`config.mk`:
```
export PLATFORM = sky130hd
export DESIGN_NAME = cache_top
export DESIGN_NICKNAME = d
export VERILOG_FILES = /design/src/common/cache_csr_pkg.sv /design/src/common/cache_types_pkg.sv /design/src/common/cache_be_if.sv /design/src/rtl/cache_top.sv /design/src/rtl/cache_csr_block.sv /design/src/rtl/cache_back_end.sv /design/src/cache_memory/cache_data_store.sv /design/src/cache_memory/cache_tag_store.sv /design/src/rtl/cache_control.sv
export SDC_FILE = /design/constraint.sdc
export NUM_CORES = 2
export LEC_CHECK = 0
export ABC_AREA = 1
export BUFFER_PORTS_ARGS = -buffer_cell sky130_fd_sc_hd__buf_2
export CAP_MARGIN = 25
export CORE_UTILIZATION = 40
export CTS_CLUSTER_SIZE = 8
export DETAILED_ROUTE_END_ITERATION = 6
export GPL_ROUTABILITY_DRIVEN = 0
export PLACE_DENSITY = 0.59
export REMOVE_ABC_BUFFERS = 1
export SYNTH_ARGS = -nofsm -noshare
export SYNTH_HDL_FRONTEND = slang
export SYNTH_HIERARCHICAL = 1
export SYNTH_SLANG_ARGS = --single-unit
```
`constraint.sdc`:
```
create_clock -name clk_i -period 13.5 [get_ports clk_i]
set_input_delay 0 -clock clk_i [delete_from_list [all_inputs] [get_ports clk_i]]
set_output_delay 0 -clock clk_i [all_outputs]
set_load 0.005 [all_outputs]
```
`src/common/cache_csr_pkg.sv`:
```
package cache_csr_pkg;

   // software register map
   typedef enum logic [2:0] {
      CSR_READ_HIT_CNT   = 3'd0,
      CSR_READ_MISS_CNT  = 3'd1,
      CSR_WRITE_HIT_CNT  = 3'd2,
      CSR_WRITE_MISS_CNT = 3'd3,
      CSR_CTRL           = 3'd4,
      CSR_STATUS         = 3'd5
   } csr_addr_t;

   // control register bits, both self-clearing
   localparam int CTRL_RESET_CNT_BIT  = 0;
   localparam int CTRL_INVALIDATE_BIT = 1;

endpackage

```
`src/common/cache_types_pkg.sv`:
```
package cache_types_pkg;

   // controller states
   typedef enum logic [1:0] {
      IDLE,
      RESPOND,
      FILL,
      WRITE_THROUGH
   } ctrl_state_t;

   // at most one event per cycle, raised when a request is accepted
   typedef enum logic [2:0] {
      EV_NONE,
      EV_READ_HIT,
      EV_READ_MISS,
      EV_WRITE_HIT,
      EV_WRITE_MISS
   } cache_event_t;

   // back-end operations
   typedef enum logic {
      BE_FILL,
      BE_WRITE
   } be_op_t;

endpackage
```
`src/common/cache_be_if.sv`:
```
interface cache_be_if #(
   parameter int ADDR_W        = 16,
   parameter int DATA_W        = 32,
   parameter int WORD_OFFSET_W = 2
);
   localparam int NBYTES_W = $clog2(DATA_W / 8);

   // request side
   logic                         req;
   cache_types_pkg::be_op_t      op;
   logic [ADDR_W-NBYTES_W-1:0]   addr;
   logic [DATA_W-1:0]            wdata;
   logic [DATA_W/8-1:0]          wstrb;

   // completion side
   logic                         ack;
   logic                         fill_valid;
   logic [WORD_OFFSET_W-1:0]     fill_idx;
   logic [DATA_W-1:0]            fill_data;
   logic                         fill_last;

   modport ctrl (
      output req, op, addr, wdata, wstrb,
      input  ack, fill_valid, fill_idx, fill_data, fill_last
   );

   modport be (
      input  req, op, addr, wdata, wstrb,
      output ack, fill_valid, fill_idx, fill_data, fill_last
   );
endinterface

```
`src/rtl/cache_top.sv`:
```
module cache_top #(
   parameter int ADDR_W        = 16,
   parameter int DATA_W        = 32,
   parameter int NLINES_W      = 4,
   parameter int WORD_OFFSET_W = 2,
   parameter int CNT_W         = 16
) (
   input  logic                     clk_i,
   input  logic                     rst_n_i,
   // front end
   input  logic                     avalid_i,
   input  logic [ADDR_W-1:0]        addr_i,
   input  logic [DATA_W-1:0]        wdata_i,
   input  logic [DATA_W/8-1:0]      wstrb_i,
   output logic                     ready_o,
   output logic                     rvalid_o,
   output logic [DATA_W-1:0]        rdata_o,
   // back-end bus
   output logic                     be_avalid_o,
   output logic [ADDR_W-1:0]        be_addr_o,
   output logic [DATA_W-1:0]        be_wdata_o,
   output logic [DATA_W/8-1:0]      be_wstrb_o,
   input  logic                     be_ready_i,
   input  logic                     be_rvalid_i,
   input  logic [DATA_W-1:0]        be_rdata_i,
   // software registers
   input  logic                     csr_valid_i,
   input  logic                     csr_we_i,
   input  cache_csr_pkg::csr_addr_t csr_addr_i,
   input  logic [DATA_W-1:0]        csr_wdata_i,
   output logic                     csr_rvalid_o,
   output logic [DATA_W-1:0]        csr_rdata_o
);
   cache_types_pkg::cache_event_t event_w;
   logic                     hit, tag_we, data_we, data_fill, busy, invalidate;
   logic [ADDR_W-1:0]        store_addr;
   logic [DATA_W/8-1:0]      data_wstrb;
   logic [DATA_W-1:0]        data_wdata;
   logic [WORD_OFFSET_W-1:0] data_idx;

   cache_be_if #(
      .ADDR_W(ADDR_W), .DATA_W(DATA_W), .WORD_OFFSET_W(WORD_OFFSET_W)
   ) be_if ();

   cache_control #(
      .ADDR_W(ADDR_W), .DATA_W(DATA_W), .WORD_OFFSET_W(WORD_OFFSET_W)
   ) control_i (
      .clk_i, .rst_n_i, .avalid_i, .addr_i, .wdata_i, .wstrb_i, .ready_o, .rvalid_o,
      .hit_i(hit), .addr_o(store_addr), .tag_we_o(tag_we), .data_we_o(data_we),
      .data_fill_o(data_fill), .data_wstrb_o(data_wstrb), .data_wdata_o(data_wdata),
      .data_idx_o(data_idx), .event_o(event_w), .busy_o(busy), .be(be_if)
   );

   cache_tag_store #(
      .ADDR_W(ADDR_W), .DATA_W(DATA_W), .NLINES_W(NLINES_W), .WORD_OFFSET_W(WORD_OFFSET_W)
   ) tag_store_i (
      .clk_i, .rst_n_i, .addr_i(store_addr), .tag_we_i(tag_we),
      .invalidate_i(invalidate), .hit_o(hit)
   );

   cache_data_store #(
      .ADDR_W(ADDR_W), .DATA_W(DATA_W), .NLINES_W(NLINES_W), .WORD_OFFSET_W(WORD_OFFSET_W)
   ) data_store_i (
      .clk_i, .addr_i(store_addr), .fill_idx_i(data_idx), .we_i(data_we),
      .fill_i(data_fill), .wstrb_i(data_wstrb), .wdata_i(data_wdata), .rdata_o
   );

   cache_back_end #(
      .ADDR_W(ADDR_W), .DATA_W(DATA_W), .WORD_OFFSET_W(WORD_OFFSET_W)
   ) back_end_i (
      .clk_i, .rst_n_i, .be(be_if), .be_avalid_o, .be_addr_o, .be_wdata_o, .be_wstrb_o,
      .be_ready_i, .be_rvalid_i, .be_rdata_i
   );

   cache_csr_block #(
      .DATA_W(DATA_W), .CNT_W(CNT_W)
   ) csr_i (
      .clk_i, .rst_n_i, .event_i(event_w), .busy_i(busy), .csr_valid_i, .csr_we_i,
      .csr_addr_i, .csr_wdata_i, .csr_rvalid_o, .csr_rdata_o, .invalidate_o(invalidate)
   );

endmodule

```
`src/rtl/cache_csr_block.sv`:
```
module cache_csr_block #(
   parameter int DATA_W = 32,
   parameter int CNT_W  = 16
) (
   input  logic                          clk_i,
   input  logic                          rst_n_i,
   input  cache_types_pkg::cache_event_t event_i,
   input  logic                          busy_i,
   // software registers
   input  logic                          csr_valid_i,
   input  logic                          csr_we_i,
   input  cache_csr_pkg::csr_addr_t      csr_addr_i,
   input  logic [DATA_W-1:0]             csr_wdata_i,
   output logic                          csr_rvalid_o,
   output logic [DATA_W-1:0]             csr_rdata_o,
   output logic                          invalidate_o
);
   logic [CNT_W-1:0]  cnt_q [4];
   logic [DATA_W-1:0] rdata_d;
   logic              ctrl_wr, reset_cnt, ev_valid;
   logic [1:0]        ev_sel;

   assign ctrl_wr      = csr_valid_i && csr_we_i && (csr_addr_i == cache_csr_pkg::CSR_CTRL);
   assign reset_cnt    = ctrl_wr && csr_wdata_i[cache_csr_pkg::CTRL_RESET_CNT_BIT];
   assign invalidate_o = ctrl_wr && csr_wdata_i[cache_csr_pkg::CTRL_INVALIDATE_BIT];

   // event to counter slot, same order as the register map
   assign ev_valid = (event_i != cache_types_pkg::EV_NONE);
   assign ev_sel   = 2'(event_i - cache_types_pkg::EV_READ_HIT);

   always_ff @(posedge clk_i) begin
      if (!rst_n_i || reset_cnt) begin
         for (int i = 0; i < 4; i++)
            cnt_q[i] <= '0;
      end else if (ev_valid && !(&cnt_q[ev_sel])) begin
         cnt_q[ev_sel] <= cnt_q[ev_sel] + 1'b1;
      end
   end

   always_comb begin
      rdata_d = '0;
      case (csr_addr_i)
         cache_csr_pkg::CSR_READ_HIT_CNT:   rdata_d[CNT_W-1:0] = cnt_q[0];
         cache_csr_pkg::CSR_READ_MISS_CNT:  rdata_d[CNT_W-1:0] = cnt_q[1];
         cache_csr_pkg::CSR_WRITE_HIT_CNT:  rdata_d[CNT_W-1:0] = cnt_q[2];
         cache_csr_pkg::CSR_WRITE_MISS_CNT: rdata_d[CNT_W-1:0] = cnt_q[3];
         cache_csr_pkg::CSR_STATUS:         rdata_d[0] = busy_i;
         default:                           rdata_d = '0;
      endcase
   end

   always_ff @(posedge clk_i) begin
      if (!rst_n_i)
         csr_rvalid_o <= 1'b0;
      else
         csr_rvalid_o <= csr_valid_i && !csr_we_i;
   end

   always_ff @(posedge clk_i) begin
      csr_rdata_o <= rdata_d;
   end

endmodule

```
`src/rtl/cache_back_end.sv`:
```
module cache_back_end #(
   parameter int ADDR_W        = 16,
   parameter int DATA_W        = 32,
   parameter int WORD_OFFSET_W = 2
) (
   input  logic                clk_i,
   input  logic                rst_n_i,
   cache_be_if.be              be,
   // back-end bus
   output logic                be_avalid_o,
   output logic [ADDR_W-1:0]   be_addr_o,
   output logic [DATA_W-1:0]   be_wdata_o,
   output logic [DATA_W/8-1:0] be_wstrb_o,
   input  logic                be_ready_i,
   input  logic                be_rvalid_i,
   input  logic [DATA_W-1:0]   be_rdata_i
);
   localparam int NBYTES_W = $clog2(DATA_W / 8);
   localparam int WADDR_W  = ADDR_W - NBYTES_W;

   cache_types_pkg::be_op_t  op_q;
   logic                     active_q, avalid_q, pending_q;
   logic [WORD_OFFSET_W-1:0] idx_q;
   logic [WADDR_W-1:0]       addr_q;
   logic [DATA_W-1:0]        wdata_q;
   logic [DATA_W/8-1:0]      wstrb_q;
   logic                     accepted, is_fill, last_word;

   assign accepted  = avalid_q && be_ready_i;
   assign is_fill   = (op_q == cache_types_pkg::BE_FILL);
   assign last_word = &idx_q;

   // one read outstanding at a time, next word issued after its data returns
   always_ff @(posedge clk_i) begin
      if (!rst_n_i) begin
         active_q  <= 1'b0;
         avalid_q  <= 1'b0;
         pending_q <= 1'b0;
         idx_q     <= '0;
      end else if (be.req) begin
         active_q <= 1'b1;
         avalid_q <= 1'b1;
         idx_q    <= '0;
      end else begin
         if (accepted) begin
            avalid_q  <= 1'b0;
            pending_q <= is_fill;
            if (!is_fill)
               active_q <= 1'b0;
         end
         if (pending_q && be_rvalid_i) begin
            pending_q <= 1'b0;
            if (last_word) begin
               active_q <= 1'b0;
            end else begin
               idx_q    <= idx_q + 1'b1;
               avalid_q <= 1'b1;
            end
         end
      end
   end

   always_ff @(posedge clk_i) begin
      if (be.req) begin
         op_q    <= be.op;
         addr_q  <= be.addr;
         wdata_q <= be.wdata;
         wstrb_q <= be.wstrb;
      end
   end

   assign be_avalid_o = avalid_q;
   assign be_addr_o   = is_fill ?
                        {addr_q[WADDR_W-1:WORD_OFFSET_W], idx_q, {NBYTES_W{1'b0}}} :
                        {addr_q, {NBYTES_W{1'b0}}};
   assign be_wdata_o  = wdata_q;
   assign be_wstrb_o  = is_fill ? '0 : wstrb_q;

   assign be.ack        = accepted && !is_fill;
   assign be.fill_valid = pending_q && be_rvalid_i;
   assign be.fill_idx   = idx_q;
   assign be.fill_data  = be_rdata_i;
   assign be.fill_last  = last_word;

   a_no_req_busy: assert property (@(posedge clk_i) disable iff (!rst_n_i)
      be.req |-> !active_q);

   a_rvalid_expected: assert property (@(posedge clk_i) disable iff (!rst_n_i)
      be_rvalid_i |-> pending_q);

endmodule

```
`src/cache_memory/cache_data_store.sv`:
```
module cache_data_store #(
   parameter int ADDR_W        = 16,
   parameter int DATA_W        = 32,
   parameter int NLINES_W      = 4,
   parameter int WORD_OFFSET_W = 2
) (
   input  logic                     clk_i,
   input  logic [ADDR_W-1:0]        addr_i,
   input  logic [WORD_OFFSET_W-1:0] fill_idx_i,
   input  logic                     we_i,
   input  logic                     fill_i,
   input  logic [DATA_W/8-1:0]      wstrb_i,
   input  logic [DATA_W-1:0]        wdata_i,
   output logic [DATA_W-1:0]        rdata_o
);
   localparam int NBYTES   = DATA_W / 8;
   localparam int NBYTES_W = $clog2(NBYTES);

   logic [DATA_W-1:0]        mem_q [2**NLINES_W][2**WORD_OFFSET_W];
   logic [NLINES_W-1:0]      line;
   logic [WORD_OFFSET_W-1:0] word, wr_word;

   assign line    = addr_i[NBYTES_W+WORD_OFFSET_W +: NLINES_W];
   assign word    = addr_i[NBYTES_W +: WORD_OFFSET_W];
   // fill words carry their own index within the line
   assign wr_word = fill_i ? fill_idx_i : word;

   always_ff @(posedge clk_i) begin
      for (int b = 0; b < NBYTES; b++) begin
         if (we_i && wstrb_i[b])
            mem_q[line][wr_word][b*8 +: 8] <= wdata_i[b*8 +: 8];
      end
   end

   assign rdata_o = mem_q[line][word];

endmodule

```
`src/cache_memory/cache_tag_store.sv`:
```
module cache_tag_store #(
   parameter int ADDR_W        = 16,
   parameter int DATA_W        = 32,
   parameter int NLINES_W      = 4,
   parameter int WORD_OFFSET_W = 2
) (
   input  logic              clk_i,
   input  logic              rst_n_i,
   input  logic [ADDR_W-1:0] addr_i,
   input  logic              tag_we_i,
   input  logic              invalidate_i,
   output logic              hit_o
);
   localparam int NBYTES_W = $clog2(DATA_W / 8);
   localparam int TAG_W    = ADDR_W - NLINES_W - WORD_OFFSET_W - NBYTES_W;
   localparam int NLINES   = 2 ** NLINES_W;

   logic [NLINES-1:0] valid_q;
   logic [TAG_W-1:0]  tag_q [NLINES];
   logic [NLINES_W-1:0] index;
   logic [TAG_W-1:0]    tag;

   assign index = addr_i[NBYTES_W+WORD_OFFSET_W +: NLINES_W];
   assign tag   = addr_i[ADDR_W-1 -: TAG_W];

   always_ff @(posedge clk_i) begin
      if (!rst_n_i || invalidate_i)
         valid_q <= '0;
      else if (tag_we_i)
         valid_q[index] <= 1'b1;
   end

   always_ff @(posedge clk_i) begin
      if (tag_we_i)
         tag_q[index] <= tag;
   end

   assign hit_o = valid_q[index] && (tag_q[index] == tag);

endmodule

```
`src/rtl/cache_control.sv`:
```
module cache_control #(
   parameter int ADDR_W        = 16,
   parameter int DATA_W        = 32,
   parameter int WORD_OFFSET_W = 2
) (
   input  logic                          clk_i,
   input  logic                          rst_n_i,
   // front end
   input  logic                          avalid_i,
   input  logic [ADDR_W-1:0]             addr_i,
   input  logic [DATA_W-1:0]             wdata_i,
   input  logic [DATA_W/8-1:0]           wstrb_i,
   output logic                          ready_o,
   output logic                          rvalid_o,
   // tag and data stores
   input  logic                          hit_i,
   output logic [ADDR_W-1:0]             addr_o,
   output logic                          tag_we_o,
   output logic                          data_we_o,
   output logic                          data_fill_o,
   output logic [DATA_W/8-1:0]           data_wstrb_o,
   output logic [DATA_W-1:0]             data_wdata_o,
   output logic [WORD_OFFSET_W-1:0]      data_idx_o,
   // status
   output cache_types_pkg::cache_event_t event_o,
   output logic                          busy_o,
   cache_be_if.ctrl                      be
);
   localparam int NBYTES_W = $clog2(DATA_W / 8);
   localparam int LADDR_W  = ADDR_W - NBYTES_W - WORD_OFFSET_W;

   cache_types_pkg::ctrl_state_t state_q, state_d;
   cache_types_pkg::be_op_t      op_q;
   logic                         req_q;
   logic [ADDR_W-1:0]            addr_q;
   logic [DATA_W-1:0]            wdata_q;
   logic [DATA_W/8-1:0]          wstrb_q;
   logic                         accept, is_write, filling, fill_done;

   assign ready_o   = (state_q == cache_types_pkg::IDLE);
   assign accept    = avalid_i && ready_o;
   assign is_write  = |wstrb_i;
   assign filling   = (state_q == cache_types_pkg::FILL);
   assign fill_done = filling && be.fill_valid && be.fill_last;

   always_comb begin
      state_d = state_q;
      case (state_q)
         cache_types_pkg::IDLE: begin
            if (accept) begin
               if (is_write)
                  state_d = cache_types_pkg::WRITE_THROUGH;
               else if (hit_i)
                  state_d = cache_types_pkg::RESPOND;
               else
                  state_d = cache_types_pkg::FILL;
            end
         end
         cache_types_pkg::RESPOND:       state_d = cache_types_pkg::IDLE;
         cache_types_pkg::FILL:          if (fill_done) state_d = cache_types_pkg::RESPOND;
         cache_types_pkg::WRITE_THROUGH: if (be.ack) state_d = cache_types_pkg::IDLE;
         default:                        state_d = cache_types_pkg::IDLE;
      endcase
   end

   always_ff @(posedge clk_i) begin
      if (!rst_n_i) begin
         state_q <= cache_types_pkg::IDLE;
         req_q   <= 1'b0;
      end else begin
         state_q <= state_d;
         // every write goes through, reads only on a miss
         req_q   <= accept && (is_write || !hit_i);
      end
   end

   always_ff @(posedge clk_i) begin
      if (accept) begin
         addr_q  <= addr_i;
         wdata_q <= wdata_i;
         wstrb_q <= wstrb_i;
         op_q    <= is_write ? cache_types_pkg::BE_WRITE : cache_types_pkg::BE_FILL;
      end
   end

   // stores look at the incoming address only while idle
   assign addr_o = ready_o ? addr_i : addr_q;

   // write hits update the line at acceptance, fills as words arrive
   assign data_we_o    = (accept && is_write && hit_i) || (filling && be.fill_valid);
   assign data_fill_o  = filling;
   assign data_idx_o   = be.fill_idx;
   assign data_wstrb_o = filling ? '1 : wstrb_i;
   assign data_wdata_o = filling ? be.fill_data : wdata_i;
   assign tag_we_o     = fill_done;

   assign rvalid_o = (state_q == cache_types_pkg::RESPOND);
   assign busy_o   = !ready_o;

   always_comb begin
      event_o = cache_types_pkg::EV_NONE;
      if (accept) begin
         if (is_write)
            event_o = hit_i ? cache_types_pkg::EV_WRITE_HIT : cache_types_pkg::EV_WRITE_MISS;
         else
            event_o = hit_i ? cache_types_pkg::EV_READ_HIT : cache_types_pkg::EV_READ_MISS;
      end
   end

   // line base for a fill, word address for a write
   assign be.req   = req_q;
   assign be.op    = op_q;
   assign be.addr  = (op_q == cache_types_pkg::BE_FILL) ?
                     {addr_q[ADDR_W-1 -: LADDR_W], {WORD_OFFSET_W{1'b0}}} :
                     addr_q[ADDR_W-1:NBYTES_W];
   assign be.wdata = wdata_q;
   assign be.wstrb = wstrb_q;

   // a response always comes from a line that holds the address
   a_rvalid_from_hit: assert property (@(posedge clk_i) disable iff (!rst_n_i)
      rvalid_o |-> hit_i);

   a_req_on_issue: assert property (@(posedge clk_i) disable iff (!rst_n_i)
      $rose(be.req) |-> $past(state_q) == cache_types_pkg::IDLE &&
         (state_q inside {cache_types_pkg::FILL, cache_types_pkg::WRITE_THROUGH}));

endmodule

```
### After elaboration in Yosys (flattened, before gate mapping)

Memory sizes are Yosys's and may differ from the RTL's.
Index checks and enable logic that the tools add are counted.
Widths: inputs -> output; s select.

| word-level totals | value |
|---|---|
| register bits after elaboration | 144 |
| latch bits | 0 |
| memory bits (writable) | 2240 |
| bits in read-only memories | 0 |
| memories | 3 |

| operators by class | value |
|---|---|
| add/subtract/negate cells | 3 |
| $mul | 0 |
| divide/modulo/power cells | 0 |
| magnitude comparators | 5 |
| eq/ne operators | 12 |
| shift-type cells | 0 |
| muxes and demuxes | 442 |
| bitwise operators | 391 |
| reductions and logical operators | 43 |

Memories:

| memory | words | bits a word | rd ports | clocked after memory_dff | wr ports | RTL line | RTL |
|---|---|---|---|---|---|---|---|
| data_store_i.mem_q | 16 | 128 | 1 | 0 | 1 | cache_data_store.sv:19 | `logic [DATA_W-1:0] mem_q [2**NLINES_W][2**WORD_OFFSET_W];` |
| tag_store_i.tag_q | 16 | 8 | 1 | 0 | 1 | cache_tag_store.sv:19 | `logic [TAG_W-1:0] tag_q [NLINES];` |
| csr_i.cnt_q | 4 | 16 | 5 | 0 | 4 | cache_csr_block.sv:18 | `logic [CNT_W-1:0] cnt_q [4];` |

Operators with widths:

| operator | count |
|---|---|
| $mux 128 | 4 |
| $mux 1 | 405 |
| $or 1x1->1 | 384 |
| $demux 32 s2 | 4 |
| $mux 32 | 4 |
| $bmux 32 s2 | 1 |
| $pmux 15 s4 | 1 |
| $mux 16 | 3 |
| $mux 24 | 1 |
| $logic_and 1x1->1 | 22 |
| $add 16x1->16 const B | 1 |
| $mux 2 | 8 |
| $or 16x16->16 | 1 |
| $reduce_and 16->1 | 1 |
| $reduce_or 16->1 | 1 |
| $mux 4 | 3 |
| $mux 3 | 3 |
| $eq 8x8->1 | 1 |
| $mux 8 | 1 |
| $pmux 2 s4 | 1 |
| $eq 3x2->1 const B | 2 |
| $eq 3x3->1 const B | 2 |
| $ge 3x3->1 const B | 2 |
| $not 2->3 | 2 |
| other kinds (24) | 38 |

### Depth between registers and ports, before layout

An unclocked memory read counts as a cell.

| logic depth | value |
|---|---|
| word-level depth | 18 |
| depth in mapped cells | 42 |
| mapped depth without buffers | 37 |

### Cells and area by module

The synthesis kept the hierarchy.

Modules (own cells, without submodules):

| module | times used | cells each | area an instance (µm²) |
|---|---|---|---|
| cache_data_store | 1 | 7804 | 84024.3 |
| cache_tag_store | 1 | 590 | 5940.7 |
| cache_csr_block | 1 | 549 | 4642.0 |
| cache_control | 1 | 281 | 2671.3 |
| cache_back_end | 1 | 146 | 2164.6 |

### Worst setup path before layout

No wires, ideal clock.

| timing path | value |
|---|---|
| path kind | register to register |
| start point | register control_i.state_q[1] |
| end point | memory csr_i.cnt_q[3][0] (enable) |
| arrival | 5343 ps |
| path slack | 7746 ps |
| stages on the path, launching flop included | 36 |
| buffers on the path | 5 |
| cells stage by stage | dfxtp_1 -> inv_2 -> nand2_4 -> buf_4 -> nand2_1 -> nand2_1 -> inv_1 -> nor2_1 -> nand2_1 -> nand2_1 -> nor2_1 -> nand2_1 -> nand2_1 -> nor2_1 -> nand3_1 -> nor2_1 -> inv_1 -> nor2_2 -> buf_6 -> inv_8 -> buf_6 -> ha_1 -> buf_4 -> inv_4 -> buf_4 -> nor2_1 -> o21ai_1 -> nand2_2 -> ha_1 -> nand3_2 -> nor2_2 -> inv_2 -> nor2_2 -> nand2_2 -> nand2_4 -> o21ai_0 |

RTL lines:

| element | RTL line | RTL |
|---|---|---|
| start, declared | cache_control.sv:32 | `cache_types_pkg::ctrl_state_t state_q, state_d;` |
| start signal, assigned | cache_control.sv:68 | `state_q <= cache_types_pkg::IDLE;` |
| start signal, assigned | cache_control.sv:71 | `state_q <= state_d;` |
| end, declared | cache_csr_block.sv:18 |  |

==> run_results.csv <==
group,metric,value,unit
critical_path,path_buf_inv,6,
timing,timing.final.crit_period,8.65,ns
floorplanning,die_height,500,um
pwr,power_leakage,44.6,nW
placement,port_buffers,195,
pwr,seqPwrFrac,36.8,%
cts,cts_buffers,348,
cts,cts_tree,"built",
critical_path,r2r_end,"csr_i/cnt_q[0][5]",
timing,rsz0062_at_grt,"no",
floorplanning,dieArea,250000,um^2
pwr,p_total,24.3,mW
critical_path,worst-path-stages,32,
timing,report.final.slew_viol_count,0,
cts,ctsResizeCount,0,
timing,setup_violations,0,
routing,antenna_left,0,
pwr,swShare,37.2,%
critical_path,path_max_fanout,71,
timing,max_freq,0.116,GHz
pwr,power.clock.fraction,30.9,%
yosys,syn_area,99400,um^2
timing,finalHoldViolations,0,
timing,period_share,64.1,%
placement,dp_cells,12470,
cts,cts.sinks,2382,
cts,root_buffer,"clkbuf_16",
flow_run,drv_cap,0,
cells_and_area,final_cell_area,114000,um^2
cells_and_area,drive_above_1_share,8.30,%
global_route,grt_first_pass_wirelength,413,mm
critical_path,cp_slowest_stage_delay,0.88,ns
routing,drt_iter0_markers,6859,
timing,tightest_slew,1.11,ns
global_route,gr-total-overflow,0,
pwr,pwr-share-comb,32.3,%
global_route,antenna_found_initial,10,
global_route,grt_use_total,22.0,%
critical_path,arrival,9.16,ns
critical_path,slowest_stage,"nand2_1",
timing,relSlewSlack,25.5,%
min_path,worstHoldStart,"be_ready_i",
timing,tns,0,ns
floorplanning,core_area,246000,um^2
cts,holdBufCountCts,155,
cts,clock_latency,0.94,ns
floorplanning,die_w,500,um
timing,hold_slack,0.0731,ns
min_path,holdPathEnd,"back_end_i/pending_q",
floorplanning,rows,182,
critical_path,worstPathRequired,14.01,ns
cells_and_area,final_nets,9800,
critical_path,r2r_slack,4.85,ns
global_route,grt_max_degree,197,
yosys,yosys_warnings,6,
floorplanning,initial_utilization,40.3,%
critical_path,cp-end-kind,"flip-flop",
routing,drc_errors,0,
pwr,peakVddDrop,0.174,mV
timing,skew,0.0628,ns
yosys,postSynthAreaPerCell,10.6,um^2
pwr,power.density,214,nW/um^2
pwr,p_int,15.2,mW
routing,vias,66997,
cts,max-clock-path-buffers,4,
routing,viasPerCell,5.14,
cts,clkTransAtPathRegs,0.05,ns
cells_and_area,area_growth_syn_to_layout,14.3,%
cts,postCtsSetupBuffers,0,
pwr,p_sw,9.02,mW
critical_path,r2r_cells,32,
critical_path,critPathKind,"reg -> reg",
placement,placed_area,103000,um^2
cts,h-tree-depth,5,
min_path,hp-class,"in -> reg",
critical_path,cp-start-kind,"flip-flop",
global_route,grt_pass1_vias,65016,
run_status,status,"finished, final reports clean",
placement,place_hpwl,154,mm
critical_path,cp_common_cell,"nand2_1",
routing,routed_wirelength,279,mm
cells_and_area,layout.cells.non_filler,13038,
critical_path,timing.rr.start,"control_i/state_q[1]",
min_path,min_path_cells,7,
yosys,synthCells,9362,
routing,avgRoutedWirePerCell,21.4,um
floorplanning,num_io_pins,246,
critical_path,crit_family,"simple AND/OR/NAND/NOR gates",
routing,drt_pass1_iterations,6,
## flip-flops by register name, summed over array words and instances (netlist names)
signal,flops
back_end_i/addr_q,14
back_end_i/pending_q,1
tag_store_i/tag_q,128
control_i/be.wstrb,4
control_i/be.wdata,32
csr_i/csr_rdata_o,16
back_end_i/be_avalid_o,1
back_end_i/be_wdata_o,32
control_i/be.op,1
control_i/addr_q,14
back_end_i/wstrb_q,4
csr_i/cnt_q,64
control_i/be.req,1
back_end_i/op_q,1
tag_store_i/valid_q,16
csr_i/csr_rvalid_o,1
back_end_i/be.fill_idx,2
data_store_i/mem_q,2048
control_i/state_q,2
## layer usage
layer  up-vias  track usage [%]  part of all wire, %
met2      2762             35.9                   47
met5         -                0                    0
met1     32517             29.7                   42
met3       512             3.51                  7.9
li1      31206                -                    -
met4         0             7.81                  3.3
## cell type report
cell class	instances	area (um^2)
fillers	22490	133000
flip-flops and latches	2382	71100
multi-input cells	6347	25200
clock buffers	395	9030
well taps	3312	4140
repair buffers	466	3490
inverters	122	502
clock inverters	8	63.8
diodes	6	15.0
## worst reg2reg max path: cells and delay by family, from the launching register on
kind,cells,cell delay [ns]
compound gates,2,0.34
fa+ha+maj,2,0.66
buf+inv,6,1.99
flops,1,0.39
simple gates,22,4.89
## layout by cell type, fill, tap and decap left out, types with 61 or more instances in the layout
cell and instances:
clkbuf_16 355, nand2_2 61, edfxtp_1 2342, nand2_1 4951
nor2_1 793, dlygate4sd3_1 155, a21oi_1 137, buf_2 195
buf_4 110, inv_1 101, nand3_1 235
## stage by stage
step | util [%] | worst slack, ns
6_report | 46.1 | 4.85
5_1_grt | 46.1 | 4.24
4_1_cts | 46.1 | 4.80
3_5_place_dp | 41.7 | 4.84
3_3_place_gp | 41.7 | 4.99
2_1_floorplan | - | -21.99
## power groups by stage
stage               Clock [mW]  Sequential [mW]  Combinational [mW]
CTS                       7.64             8.92                7.79
floorplan                    0             9.06                5.35
finish                    7.51             8.92                7.84
global placement             0             9.05                7.65
global route              7.92             8.92                8.55
detailed placement           0             9.05                7.72
## worst max path at each step
stage                    startpoint                        to  slack, ns
2_1_floorplan  control_i/state_q[1]  data_store_i/mem_q[6][0]     -21.99
3_3_place_gp   control_i/state_q[1]         csr_i/cnt_q[0][5]       4.99
3_5_place_dp   control_i/state_q[1]         csr_i/cnt_q[2][5]       4.84
4_1_cts        control_i/state_q[1]        csr_i/cnt_q[2][14]       4.80
5_1_grt        control_i/state_q[1]         csr_i/cnt_q[0][5]       4.24
6_report       control_i/state_q[1]         csr_i/cnt_q[0][5]       4.85
(Power assumes the default switching activity.)
